## src/verilog/axi_adapter_config.svh

```systemverilog
// bus widths and cache-line geometry, included by the adapter package and RTL
`ifndef AXI_ADAPTER_CONFIG_SVH
`define AXI_ADAPTER_CONFIG_SVH

// --------------------
// AXI bus widths
// --------------------
`define AXI_DATA_W 64
`define AXI_ADDR_W 32
`define AXI_ID_W 4

// --------------------
// cache line geometry
// --------------------
// four 64-bit beats per line
`define LINE_BEATS 4
`define BEAT_IDX_W 2
`define LINE_OFFSET_W 5
`define BEAT_OFFSET_W 3

`endif
```

## src/verilog/axi_adapter_pkg.sv

```systemverilog
// shared data, address and ID types plus FSM state enums of the AXI adapter
`include "axi_adapter_config.svh"

package axi_adapter_pkg;

  typedef logic [`AXI_DATA_W-1:0] beat_t;
  typedef logic [`AXI_DATA_W/8-1:0] strb_t;
  typedef beat_t [`LINE_BEATS-1:0] line_t;
  typedef strb_t [`LINE_BEATS-1:0] line_strb_t;
  typedef logic [`AXI_ADDR_W-1:0] addr_t;
  typedef logic [`AXI_ID_W-1:0] axi_id_t;
  typedef logic [`BEAT_IDX_W-1:0] beat_idx_t;

  typedef enum logic {SINGLE_REQ, LINE_REQ} req_type_e;

  typedef enum logic [1:0] {PATH_IDLE, PATH_WRITE, PATH_READ} path_e;

  // write side waits on AW, W and B in any order the slave picks
  typedef enum logic [2:0] {
    W_IDLE, W_WAIT_AW, W_WAIT_LAST_W, W_WAIT_W_AND_AW, W_WAIT_AW_BURST, W_WAIT_B
  } wr_state_e;

  typedef enum logic [1:0] {R_IDLE, R_WAIT_SINGLE, R_WAIT_LINE, R_COMPLETE} rd_state_e;

endpackage

```

## src/verilog/engine_if.sv

```systemverilog
// request and status handshake between the adapter controller and one AXI channel engine
`timescale 1ns/1ps

interface engine_if;
  import axi_adapter_pkg::*;

  // request routed to this engine, a level
  logic start;
  // request taken
  logic gnt;
  // one-cycle completion
  logic done;
  // engine out of idle
  logic busy;
  // response ID, valid with done
  axi_id_t rsp_id;

  modport ctrl (
    output start,
    input  gnt, done, busy, rsp_id
  );

  modport engine (
    input  start,
    output gnt, done, busy, rsp_id
  );

endinterface

```

## src/verilog/axi_adapter.sv

```systemverilog
// cache-side AXI4 master adapter top level, connects the controller to the read and write engines
`timescale 1ns/1ps

module axi_adapter (
  input  logic                        clk_i,
  input  logic                        rst_ni,
  input  logic                        clear_i,
  // requester side
  input  logic                        req_i,
  input  logic                        we_i,
  input  axi_adapter_pkg::req_type_e  type_i,
  input  axi_adapter_pkg::addr_t      addr_i,
  input  logic [1:0]                  size_i,
  input  axi_adapter_pkg::axi_id_t    id_i,
  input  axi_adapter_pkg::line_t      wdata_i,
  input  axi_adapter_pkg::line_strb_t be_i,
  output logic                        gnt_o,
  output logic                        valid_o,
  output logic                        busy_o,
  output axi_adapter_pkg::axi_id_t    id_o,
  output axi_adapter_pkg::line_t      rdata_o,
  output axi_adapter_pkg::beat_t      critical_word_o,
  output logic                        critical_word_valid_o,
  // AW channel
  output logic                        aw_valid_o,
  output axi_adapter_pkg::addr_t      aw_addr_o,
  output logic [7:0]                  aw_len_o,
  output logic [2:0]                  aw_size_o,
  output axi_adapter_pkg::axi_id_t    aw_id_o,
  input  logic                        aw_ready_i,
  // W channel
  output logic                        w_valid_o,
  output axi_adapter_pkg::beat_t      w_data_o,
  output axi_adapter_pkg::strb_t      w_strb_o,
  output logic                        w_last_o,
  input  logic                        w_ready_i,
  // B channel
  input  logic                        b_valid_i,
  input  axi_adapter_pkg::axi_id_t    b_id_i,
  output logic                        b_ready_o,
  // AR channel
  output logic                        ar_valid_o,
  output axi_adapter_pkg::addr_t      ar_addr_o,
  output logic [7:0]                  ar_len_o,
  output logic [2:0]                  ar_size_o,
  output axi_adapter_pkg::axi_id_t    ar_id_o,
  input  logic                        ar_ready_i,
  // R channel
  input  logic                        r_valid_i,
  input  axi_adapter_pkg::beat_t      r_data_i,
  input  axi_adapter_pkg::axi_id_t    r_id_i,
  input  logic                        r_last_i,
  output logic                        r_ready_o
);

  engine_if wr_if ();
  engine_if rd_if ();

  adapter_ctrl adapter_ctrl_inst (
    .wr (wr_if),
    .rd (rd_if),
    .*
  );

  axi_write_engine axi_write_engine_inst (
    .eng (wr_if),
    .*
  );

  axi_read_engine axi_read_engine_inst (
    .eng (rd_if),
    .*
  );

endmodule

```

## src/verilog/axi_read_engine.sv

```systemverilog
// AXI read channel engine, drives AR and R, assembles the line and flags the critical word
`timescale 1ns/1ps
`include "axi_adapter_config.svh"

module axi_read_engine (
  input  logic                       clk_i,
  input  logic                       rst_ni,
  input  logic                       clear_i,
  engine_if.engine                   eng,
  input  axi_adapter_pkg::req_type_e type_i,
  input  axi_adapter_pkg::addr_t     addr_i,
  input  logic [1:0]                 size_i,
  input  axi_adapter_pkg::axi_id_t   id_i,
  output logic                       ar_valid_o,
  output axi_adapter_pkg::addr_t     ar_addr_o,
  output logic [7:0]                 ar_len_o,
  output logic [2:0]                 ar_size_o,
  output axi_adapter_pkg::axi_id_t   ar_id_o,
  input  logic                       ar_ready_i,
  input  logic                       r_valid_i,
  input  axi_adapter_pkg::beat_t     r_data_i,
  input  axi_adapter_pkg::axi_id_t   r_id_i,
  input  logic                       r_last_i,
  output logic                       r_ready_o,
  output axi_adapter_pkg::line_t     rdata_o,
  output axi_adapter_pkg::beat_t     critical_word_o,
  output logic                       critical_word_valid_o
);
  import axi_adapter_pkg::*;

  localparam beat_idx_t LAST_IDX = beat_idx_t'(`LINE_BEATS - 1);

  rd_state_e state_q, state_d;
  // index of the next R beat within the line
  beat_idx_t idx_q;
  // requested word inside the line
  beat_idx_t offset_q;
  line_t     line_q;
  axi_id_t   id_q;
  logic      is_line;
  logic      ar_fire;
  logic      r_fire;

  assign is_line = (type_i == LINE_REQ);

  // --------------------
  // AR channel
  // --------------------
  always_comb begin
    ar_addr_o = addr_i;
    // incrementing line bursts start at the line base
    if (is_line) ar_addr_o[`LINE_OFFSET_W-1:0] = '0;
  end

  assign ar_len_o   = is_line ? 8'(`LINE_BEATS - 1) : 8'd0;
  assign ar_size_o  = {1'b0, size_i};
  assign ar_id_o    = id_i;
  assign ar_valid_o = (state_q == R_IDLE) & eng.start;
  assign ar_fire    = ar_valid_o & ar_ready_i;

  // --------------------
  // R channel
  // --------------------
  assign r_ready_o = (state_q == R_WAIT_SINGLE) || (state_q == R_WAIT_LINE);
  assign r_fire    = r_ready_o & r_valid_i;

  assign critical_word_o       = r_data_i;
  assign critical_word_valid_o = r_fire & ((state_q == R_WAIT_SINGLE) || (idx_q == offset_q));

  assign rdata_o    = line_q;
  assign eng.gnt    = ar_fire;
  assign eng.done   = (state_q == R_COMPLETE);
  assign eng.busy   = (state_q != R_IDLE);
  assign eng.rsp_id = id_q;

  always_comb begin
    state_d = state_q;
    case (state_q)
      R_IDLE: begin
        if (ar_fire) state_d = is_line ? R_WAIT_LINE : R_WAIT_SINGLE;
      end
      R_WAIT_SINGLE, R_WAIT_LINE: begin
        if (r_fire && r_last_i) state_d = R_COMPLETE;
      end
      R_COMPLETE: state_d = R_IDLE;
      default:    state_d = R_IDLE;
    endcase
  end

  always_ff @(posedge clk_i or negedge rst_ni) begin
    if (!rst_ni) begin
      state_q  <= R_IDLE;
      idx_q    <= '0;
      offset_q <= '0;
    end else if (clear_i) begin
      state_q  <= R_IDLE;
      idx_q    <= '0;
      offset_q <= '0;
    end else begin
      state_q <= state_d;
      if (ar_fire) begin
        idx_q    <= '0;
        offset_q <= addr_i[`BEAT_OFFSET_W +: `BEAT_IDX_W];
      end else if (r_fire) begin
        idx_q <= idx_q + 1'b1;
      end
    end
  end

  // line data and response ID
  always_ff @(posedge clk_i) begin
    if (r_fire) line_q[idx_q] <= r_data_i;
    if (r_fire && r_last_i) id_q <= r_id_i;
  end

  // slave ends a line burst on exactly the fourth beat
  assert property (@(posedge clk_i) disable iff (!rst_ni || clear_i)
    (state_q == R_WAIT_LINE) && r_fire |-> r_last_i == (idx_q == LAST_IDX));

endmodule

```

## src/verilog/axi_write_engine.sv

```systemverilog
// AXI write channel engine, drives AW, W and B for single and cache-line writes
`timescale 1ns/1ps
`include "axi_adapter_config.svh"

module axi_write_engine (
  input  logic                        clk_i,
  input  logic                        rst_ni,
  input  logic                        clear_i,
  engine_if.engine                    eng,
  input  axi_adapter_pkg::req_type_e  type_i,
  input  axi_adapter_pkg::addr_t      addr_i,
  input  logic [1:0]                  size_i,
  input  axi_adapter_pkg::axi_id_t    id_i,
  input  axi_adapter_pkg::line_t      wdata_i,
  input  axi_adapter_pkg::line_strb_t be_i,
  output logic                        aw_valid_o,
  output axi_adapter_pkg::addr_t      aw_addr_o,
  output logic [7:0]                  aw_len_o,
  output logic [2:0]                  aw_size_o,
  output axi_adapter_pkg::axi_id_t    aw_id_o,
  input  logic                        aw_ready_i,
  output logic                        w_valid_o,
  output axi_adapter_pkg::beat_t      w_data_o,
  output axi_adapter_pkg::strb_t      w_strb_o,
  output logic                        w_last_o,
  input  logic                        w_ready_i,
  input  logic                        b_valid_i,
  input  axi_adapter_pkg::axi_id_t    b_id_i,
  output logic                        b_ready_o
);
  import axi_adapter_pkg::*;

  localparam beat_idx_t LAST_IDX = beat_idx_t'(`LINE_BEATS - 1);

  wr_state_e state_q, state_d;
  // W beats left after the current one
  beat_idx_t cnt_q, cnt_d;
  beat_idx_t beat_sel;
  axi_id_t   id_q;
  logic      is_line;
  logic      last_beat;

  assign is_line   = (type_i == LINE_REQ);
  assign last_beat = !is_line || (cnt_q == '0);
  assign beat_sel  = is_line ? LAST_IDX - cnt_q : '0;

  // --------------------
  // AW and W payload
  // --------------------
  assign aw_addr_o = addr_i;
  assign aw_len_o  = is_line ? 8'(`LINE_BEATS - 1) : 8'd0;
  assign aw_size_o = {1'b0, size_i};
  assign aw_id_o   = id_i;
  assign w_data_o  = wdata_i[beat_sel];
  assign w_strb_o  = be_i[beat_sel];
  assign w_last_o  = w_valid_o & last_beat;

  assign eng.busy   = (state_q != W_IDLE);
  assign eng.rsp_id = b_id_i;

  always_comb begin
    state_d    = state_q;
    cnt_d      = cnt_q;
    aw_valid_o = 1'b0;
    w_valid_o  = 1'b0;
    b_ready_o  = 1'b0;
    eng.gnt    = 1'b0;
    eng.done   = 1'b0;
    case (state_q)
      W_IDLE: begin
        if (eng.start) begin
          aw_valid_o = 1'b1;
          w_valid_o  = 1'b1;
          if (!is_line) begin
            // grant right away when both channels take it
            eng.gnt = aw_ready_i & w_ready_i;
            case ({aw_ready_i, w_ready_i})
              2'b11:   state_d = W_WAIT_B;
              2'b01:   state_d = W_WAIT_AW;
              2'b10:   state_d = W_WAIT_LAST_W;
              default: state_d = W_IDLE;
            endcase
          end else begin
            if (w_ready_i) cnt_d = cnt_q - 1'b1;
            case ({aw_ready_i, w_ready_i})
              2'b11, 2'b10: state_d = W_WAIT_LAST_W;
              2'b01:        state_d = W_WAIT_W_AND_AW;
              default:      state_d = W_IDLE;
            endcase
          end
        end
      end
      W_WAIT_AW, W_WAIT_AW_BURST: begin
        aw_valid_o = 1'b1;
        if (aw_ready_i) begin
          eng.gnt = 1'b1;
          state_d = W_WAIT_B;
        end
      end
      W_WAIT_LAST_W: begin
        w_valid_o = 1'b1;
        if (w_ready_i) begin
          if (last_beat) begin
            eng.gnt = 1'b1;
            state_d = W_WAIT_B;
          end else begin
            cnt_d = cnt_q - 1'b1;
          end
        end
      end
      W_WAIT_W_AND_AW: begin
        // line burst with AW still pending
        aw_valid_o = 1'b1;
        w_valid_o  = 1'b1;
        case ({aw_ready_i, w_ready_i})
          2'b01: begin
            if (last_beat) state_d = W_WAIT_AW_BURST;
            else cnt_d = cnt_q - 1'b1;
          end
          2'b10: state_d = W_WAIT_LAST_W;
          2'b11: begin
            if (last_beat) begin
              eng.gnt = 1'b1;
              state_d = W_WAIT_B;
            end else begin
              cnt_d   = cnt_q - 1'b1;
              state_d = W_WAIT_LAST_W;
            end
          end
          default: ;
        endcase
      end
      W_WAIT_B: begin
        b_ready_o = 1'b1;
        if (b_valid_i) begin
          eng.done = 1'b1;
          cnt_d    = LAST_IDX;
          state_d  = W_IDLE;
        end
      end
      default: state_d = W_IDLE;
    endcase
  end

  always_ff @(posedge clk_i or negedge rst_ni) begin
    if (!rst_ni) begin
      state_q <= W_IDLE;
      cnt_q   <= LAST_IDX;
    end else if (clear_i) begin
      state_q <= W_IDLE;
      cnt_q   <= LAST_IDX;
    end else begin
      state_q <= state_d;
      cnt_q   <= cnt_d;
    end
  end

  // ID of the accepted AW, compared against the B response
  always_ff @(posedge clk_i) begin
    if (aw_valid_o && aw_ready_i) id_q <= id_i;
  end

  assert property (@(posedge clk_i) disable iff (!rst_ni || clear_i)
    w_valid_o && !w_ready_i |=> w_valid_o);

  assert property (@(posedge clk_i) disable iff (!rst_ni || clear_i)
    b_valid_i && b_ready_o |-> b_id_i == id_q);

endmodule

```

## src/verilog/adapter_ctrl.sv

```systemverilog
// routes requester traffic to the read or write engine and merges their status
`timescale 1ns/1ps

module adapter_ctrl (
  input  logic                     clk_i,
  input  logic                     rst_ni,
  input  logic                     clear_i,
  input  logic                     req_i,
  input  logic                     we_i,
  output logic                     gnt_o,
  output logic                     valid_o,
  output logic                     busy_o,
  output axi_adapter_pkg::axi_id_t id_o,
  engine_if.ctrl                   wr,
  engine_if.ctrl                   rd
);
  import axi_adapter_pkg::*;

  path_e path_q, path_d;

  // engine busy covers the first cycle before the path register follows
  assign busy_o = (path_q != PATH_IDLE) | wr.busy | rd.busy;

  // new requests only while nothing is in flight
  assign wr.start = req_i & we_i & ~busy_o;
  assign rd.start = req_i & ~we_i & ~busy_o;

  assign gnt_o   = wr.gnt | rd.gnt;
  assign valid_o = wr.done | rd.done;
  assign id_o    = wr.done ? wr.rsp_id : rd.rsp_id;

  always_comb begin
    path_d = path_q;
    case (path_q)
      PATH_IDLE: begin
        // a write may already complete in its first busy cycle
        if (wr.busy && !wr.done) begin
          path_d = PATH_WRITE;
        end else if (rd.busy && !rd.done) begin
          path_d = PATH_READ;
        end
      end
      PATH_WRITE: if (wr.done) path_d = PATH_IDLE;
      PATH_READ:  if (rd.done) path_d = PATH_IDLE;
      default:    path_d = PATH_IDLE;
    endcase
  end

  always_ff @(posedge clk_i or negedge rst_ni) begin
    if (!rst_ni) begin
      path_q <= PATH_IDLE;
    end else if (clear_i) begin
      path_q <= PATH_IDLE;
    end else begin
      path_q <= path_d;
    end
  end

  // one request in flight, so the engines never overlap
  assert property (@(posedge clk_i) disable iff (!rst_ni) !(wr.busy && rd.busy));

endmodule

```

## config.mk

```make
export PLATFORM = sky130hd
export DESIGN_NAME = axi_adapter
export DESIGN_NICKNAME = d
export VERILOG_FILES = /design/src/verilog/axi_adapter_pkg.sv /design/src/verilog/engine_if.sv /design/src/verilog/axi_adapter.sv /design/src/verilog/axi_read_engine.sv /design/src/verilog/axi_write_engine.sv /design/src/verilog/adapter_ctrl.sv
export VERILOG_INCLUDE_DIRS = /design/src /design/src/verilog
export SDC_FILE = /design/constraint.sdc
export NUM_CORES = 1
export LEC_CHECK = 0
export BUFFER_PORTS_ARGS = -buffer_cell sky130_fd_sc_hd__buf_2
export CORE_AREA = 2 2 357 359
export DETAILED_ROUTE_END_ITERATION = 12
export DIE_AREA = 0 0 359 361
export PLACE_DENSITY = 0.3
export SYNTH_ARGS = -nofsm -noshare
export SYNTH_HDL_FRONTEND = slang
export SYNTH_HIERARCHICAL = 1
export SYNTH_SLANG_ARGS = --single-unit
```

## constraint.sdc

```tcl
create_clock -name clk_i -period 5.08 [get_ports clk_i]
set_input_delay 0.508 -clock clk_i [delete_from_list [all_inputs] [get_ports clk_i]]
set_output_delay 0.508 -clock clk_i [all_outputs]
set_load 0.05 [all_outputs]
```

# Yosys cells after proc, flatten, opt, wreduce, memory -nomap -nowiden
# Cells that the tools add are included.
[classes]
add_sub_neg = 3
order_cmp = 3
n_eq_ne = 29
muxes = 62
bitwise_logic = 16
reduce_logical = 30
[op_table]
columns = ["op", "count"]
rows = [
  ["256-bit bitwise mux", 1],
  ["64-bit binary-select mux with 2-bit select", 1],
  ["64-bit demux with 2-bit select", 1],
  ["64-bit 2-to-1 mux", 2],
  ["2-bit 2-to-1 mux", 24],
  ["3-bit 2-to-1 mux", 9],
  ["3-bit inequality test (second input constant)", 8],
  ["3-bit one-hot mux with 3 select lines", 2],
  ["8-bit binary-select mux with 2-bit select", 1],
  ["3-bit one-hot mux with 5 select lines", 1],
  ["7-bit AND reduction", 2],
  ["3-bit by 2-bit inequality test with 1-bit output (second input constant)", 4],
  ["2-bit one-hot mux with 3 select lines", 2],
  ["1-bit bitwise AND", 10],
  ["2-bit == test (second input constant)", 5],
  ["1-bit 2-to-1 mux", 10],
  ["2-bit OR reduction", 5],
  ["8-bit 2-to-1 mux", 1],
  ["2-bit one-hot mux with 4 select lines", 1],
  ["2-bit by 1-bit == test with 1-bit output (second input constant)", 3],
  ["3-bit by 2-bit == test with 1-bit output (second input constant)", 2],
  ["3-bit == test (second input constant)", 2],
  ["2-bit zero test", 3],
  ["2-bit by 3-bit < comparator with 1-bit output (second input constant)", 2],
  ["other kinds (26)", 41],
]
[totals]
register_bits = 273
out_inout_bits = 500

# Depth between registers and ports, before layout
[logic_depth]
depth_word = 10
ltp_mapped = 11
depth_no_buf = 11

# Hierarchy
# The synthesis kept the hierarchy.
[modules_own_cells]
columns = ["module", "n_inst", "cells_each", "area_each_um2"]
rows = [
  ["axi_read_engine", 1, 424, 9126.3],
  ["axi_write_engine", 1, 545, 3230.6],
  ["adapter_ctrl", 1, 19, 170.2],
]

# Worst setup path after synthesis
# OpenSTA, ideal clock, no wires.
[synth_path]
path_kind = "register to output"
from = "register axi_write_engine_inst.state_q[0]"
to = "output port w_last_o"
arrival_ns = 2.797
setup_slack_ns = 1.775
stages_incl_launch_ff = 7
n_path_buf = 1
cell_sequence = "dfrtp_1 > buf_4 > or3_2 > nor4_2 > and3_1 > a21oi_1 > nor3_1"
[synth_between]
elab_chain_cells = 8
word_cells_on_any_way = 12
cone_classes = "eq/ne: 2; mux: 2; bitwise: 5; reduce/logical: 3"
[synth_lines]
columns = ["item", "line_no", "text"]
rows = [
  ["start: declaration", "axi_write_engine.sv:35", "wr_state_e state_q, state_d;"],
  ["start signal: assignment", "axi_write_engine.sv:153", "state_q <= state_d;"],
  ["3-bit nonzero test", "axi_write_engine.sv:58", "assign eng.busy = (state_q != W_IDLE);"],
  ["via wr_if.busy", "engine_if.sv:14", "logic busy;"],
  ["1-bit bitwise OR (2 in series)", "adapter_ctrl.sv:22", "assign busy_o = (path_q != PATH_IDLE) | wr.busy | rd.busy;"],
  ["1-bit inverter", "adapter_ctrl.sv:25", "assign wr.start = req_i & we_i & ~busy_o;"],
  ["1-bit bitwise AND", "adapter_ctrl.sv:25", ""],
  ["via wr_if.start", "engine_if.sv:8", "logic start;"],
  ["1-bit 2-to-1 mux", "axi_write_engine.sv:71", "if (eng.start) begin"],
  ["1-bit one-hot mux with 2 select lines", "axi_write_engine.sv:69", "case (state_q)"],
  ["1-bit bitwise AND", "axi_write_engine.sv:56", "assign w_last_o = w_valid_o & last_beat;"],
  ["end: declaration", "axi_adapter.sv:35", "output logic w_last_o,"],
]
# The timed path passes the listed nets, and every way through them passes these cells.

# Worst setup path after layout
[layout_path]
from = "register axi_write_engine_inst.cnt_q[0]"
to = "output port w_data_o[6]"
[layout_between]
elab_chain_cells = 4
[layout_lines]
columns = ["item", "line_no", "text"]
rows = [
  ["start: declaration", "axi_write_engine.sv:37", "beat_idx_t cnt_q, cnt_d;"],
  ["start signal: assignment", "axi_write_engine.sv:154", "cnt_q <= cnt_d;"],
  ["2-bit subtractor", "axi_write_engine.sv:45", "assign beat_sel = is_line ? LAST_IDX - cnt_q : '0;"],
  ["2-bit 2-to-1 mux", "axi_write_engine.sv:45", ""],
  ["64-bit binary-select mux with 2-bit select", "axi_write_engine.sv:54", "assign w_data_o = wdata_i[beat_sel];"],
  ["64-bit 2-to-1 mux (implied by the code)", "axi_write_engine.sv:54", ""],
  ["end: declaration", "axi_adapter.sv:33", "output axi_adapter_pkg::beat_t w_data_o,"],
]
# Every way passes these cells. The select of a mux whose other input is x is not followed.

==> impl_metrics.ini <==
[placed_design]
placed_cell_area_um2 = 17400
routabilityCongestion = 0.886
io_buffer_count = 796
dp.cells = 3251
post-dp-hpwl_um = 66800

[worst_setup_path]
r2r_start = axi_write_engine_inst/cnt_q[0]
cp.required_ns = 4.57
crit_type = reg -> out
slowest_stage = dfstp_4
path_cells = inv_1, nand2_4, nand2_1, a31oi_1, buf_2
crit_buf_inv = 2
cp.arrival_ns = 3.92
cp-start-kind = flop
end_kind = primary output
cp_top_family = flip-flops
crit_path_max_incr_delay_ns = 1.17
cp-startpoint = axi_write_engine_inst/cnt_q[0]
cp_max_fo = 87

[finish]
final_cell_mix = 796 x buf_2, 260 x edfxtp_1, 155 x nand2_1
area_growth_pct = 46.8
final_area_um2 = 18400
final_cell_count_no_fill = 3327
final_common_cell = buf_2
drive_above_1_share_pct = 53.5
nets = 2053

[global_route]
first_global_vias = 10868
grt_pass1_wl_um = 102000
grt_max_degree = 88
grt-ovfl-total = 0
grt_use_total_pct = 11.6
antenna_found_initial = 65

[timing]
drv_slew = 0
tightest_slew_ns = 0.985
fin_setup_tns_ns = 0
final-setup-viol-count = 0
finalClockSkew_ns = 0.0613
rsz0062_at_grt = false
relSlewSlack_pct = 34.3
hold_viol = 0
whs_ns = 0.0896
fmax_mhz = 226
fin_crit_ns = 4.43
fin_crit_sh_pct = 87.1

[drt]
post-route-drc-count = 0
drtAntennaViolNets = 0
drt_iter0_drc = 623
first_pass_iters = 5
viasPerCell = 3.29
vias = 10961
finalWirelength_um = 79800
wl_per_cell_um = 24.0

[floorplanning]
rows = 130
chipHeight_um = 361
io_pins = 910
start_util_pct = 9.99
core_um2 = 125000
die_area_um2 = 130000
die_w_um = 359

[logic_synthesis]
synth_cells = 988
synth_area_leader_cell = edfxtp_1
ys_types = 56
synth_area_leaders = edfxtp_1 62%, buf_4 9.5%, nand2_1 4.7%
yosysSeqAreaShare_pct = 64.9
synth_edf_count = 260
synthDominantCellAreaShare_pct = 62.3
async_flop_share_pct = 4.76
synth_flop_cell = edfxtp_1
syn_avg_cell_area_um2 = 12.7
yosys_warnings = 6
syn_area_um2 = 12500
ys_ff_latch = 273

[power]
leakagePower_nw = 7.30
peakVddDrop_uv = 287
powerDensity_nw_per_um2 = 451

[clock_tree]
cts.sinks = 273
numCtsBuffers = 30
cts_tree = yes
clk_path_buf_depth = 3
path_clk_slew_ns = 0.06
clk_latency_ns = 0.62
cts_hold_buf = 1
htree_levels = 1
cts_setup_buffers = 0
cts-resized-gates = 0
cts-root-buf = clkbuf_16

[min_path]
min_from = r_id_i[0]
worstHoldPathType = in -> reg

[status]
status = complete, no violations

[flow_run]
maxCapViolations = 0
-- registers in the layout (all words and copies together) (netlist names) --
| register | cells |
|---|---|
| axi_read_engine_inst/rdata_o | 256 |
| axi_read_engine_inst/eng.rsp_id | 4 |
| axi_write_engine_inst/state_q | 3 |
| adapter_ctrl_inst/path_q | 2 |
| axi_read_engine_inst/idx_q | 2 |
| axi_read_engine_inst/offset_q | 2 |
| axi_read_engine_inst/state_q | 2 |
| axi_write_engine_inst/cnt_q | 2 |
-- cell families (layout without fill, tap and decap cells) --
logic type               count (synthesis)  after routing  share of synthesized area (%)
AO/OA/AOI/OAI                          176            176                           9.86
XOR/XNOR                                 3              3                          0.210
adder cells (fa/ha/maj)                  9              9                          0.899
buffers and inverters                  225            882                           11.8
flip-flops                             273            273                           64.9
multiplexers                            13             13                           1.11
other                                    2             34                         0.0600
AND/OR/NAND/NOR                        287            287                           11.1
-- power by group --
group | internal, mW | switching, mW | total, mW
clock network | 1.18 | 0.922 | 2.11
logic | 0.743 | 2.60 | 3.35
registers | 2.65 | 0.189 | 2.84
total | 4.58 | 3.71 | 8.30
-- final cells by class --
class                   instances  area, um2
diodes                         20       50.0
clock buffers                  32        758
clock inverters                23        198
fillers                     14207     107000
inverters                      13       48.8
multi-input cells             502       3000
flip-flops and latches        273       8140
well taps                    1650       2060
repair buffers                814       4130
-- worst register-to-register path: cells and delay by family, from the launching register on --
family / cells / cell delay (ns)
adder cells (fa/ha/maj): 1 / 0.35
buffers and inverters: 1 / 0.22
AO/OA/AOI/OAI: 2 / 0.61
flip-flops: 1 / 1.17
AND/OR/NAND/NOR: 2 / 0.36
multiplexers: 1 / 0.25
-- path summary, 6_finish.rpt --
check                                                          end  slack (ns)  cells after the start
worst max register to register    axi_write_engine_inst/state_q[2]        2.00                      7
max in group asynchronous           axi_write_engine_inst/cnt_q[0]        4.38                      2
worst min register to register         adapter_ctrl_inst/path_q[0]        0.48                      1
min in group asynchronous          axi_read_engine_inst/state_q[1]        0.39                      2
worst max-delay path                                   w_data_o[6]        0.65                      5
worst min-delay path            axi_read_engine_inst/eng.rsp_id[0]        0.09                      1
-- synth_stat cells, types with 3 or more instances --
| library cell | n |
|---|---|
| o31ai_1 | 3 |
| ha_1 | 9 |
| dfrtp_1 | 11 |
| o21ai_0 | 6 |
| nor2b_1 | 79 |
| edfxtp_1 | 260 |
| inv_1 | 13 |
| nor2_1 | 14 |
| a211oi_1 | 73 |
| and3_1 | 8 |
| a21oi_1 | 7 |
| clkbuf_1 | 43 |
| buf_4 | 158 |
| mux2i_1 | 6 |
| o41ai_1 | 3 |
| clkbuf_8 | 3 |
| nor3_1 | 3 |
| buf_2 | 4 |
| nand2_1 | 157 |
| nor4_1 | 4 |
| xnor2_1 | 3 |
| nand2b_1 | 3 |
| mux2_2 | 6 |
| a31oi_1 | 74 |
-- metal layers --
metal	GRT usage (%)	share of wire (%)
met5	0	0.088
met4	4.82	5.0
met3	2.30	5.7
met2	23.6	56
met1	11.3	34
-- per-stage QoR --
step | setup WS [ns] | power (mW) | util [%]
2_1_floorplan | 1.77 | 5.28 | -
3_3_place_gp | 1.19 | 6.31 | 13.9
3_5_place_dp | 1.17 | 6.30 | 13.9
4_1_cts | 0.476 | 8.47 | 14.6
5_1_grt | 0.408 | 8.70 | 14.7
6_report | 0.654 | 8.30 | 14.7
(Power assumes the default switching activity.)
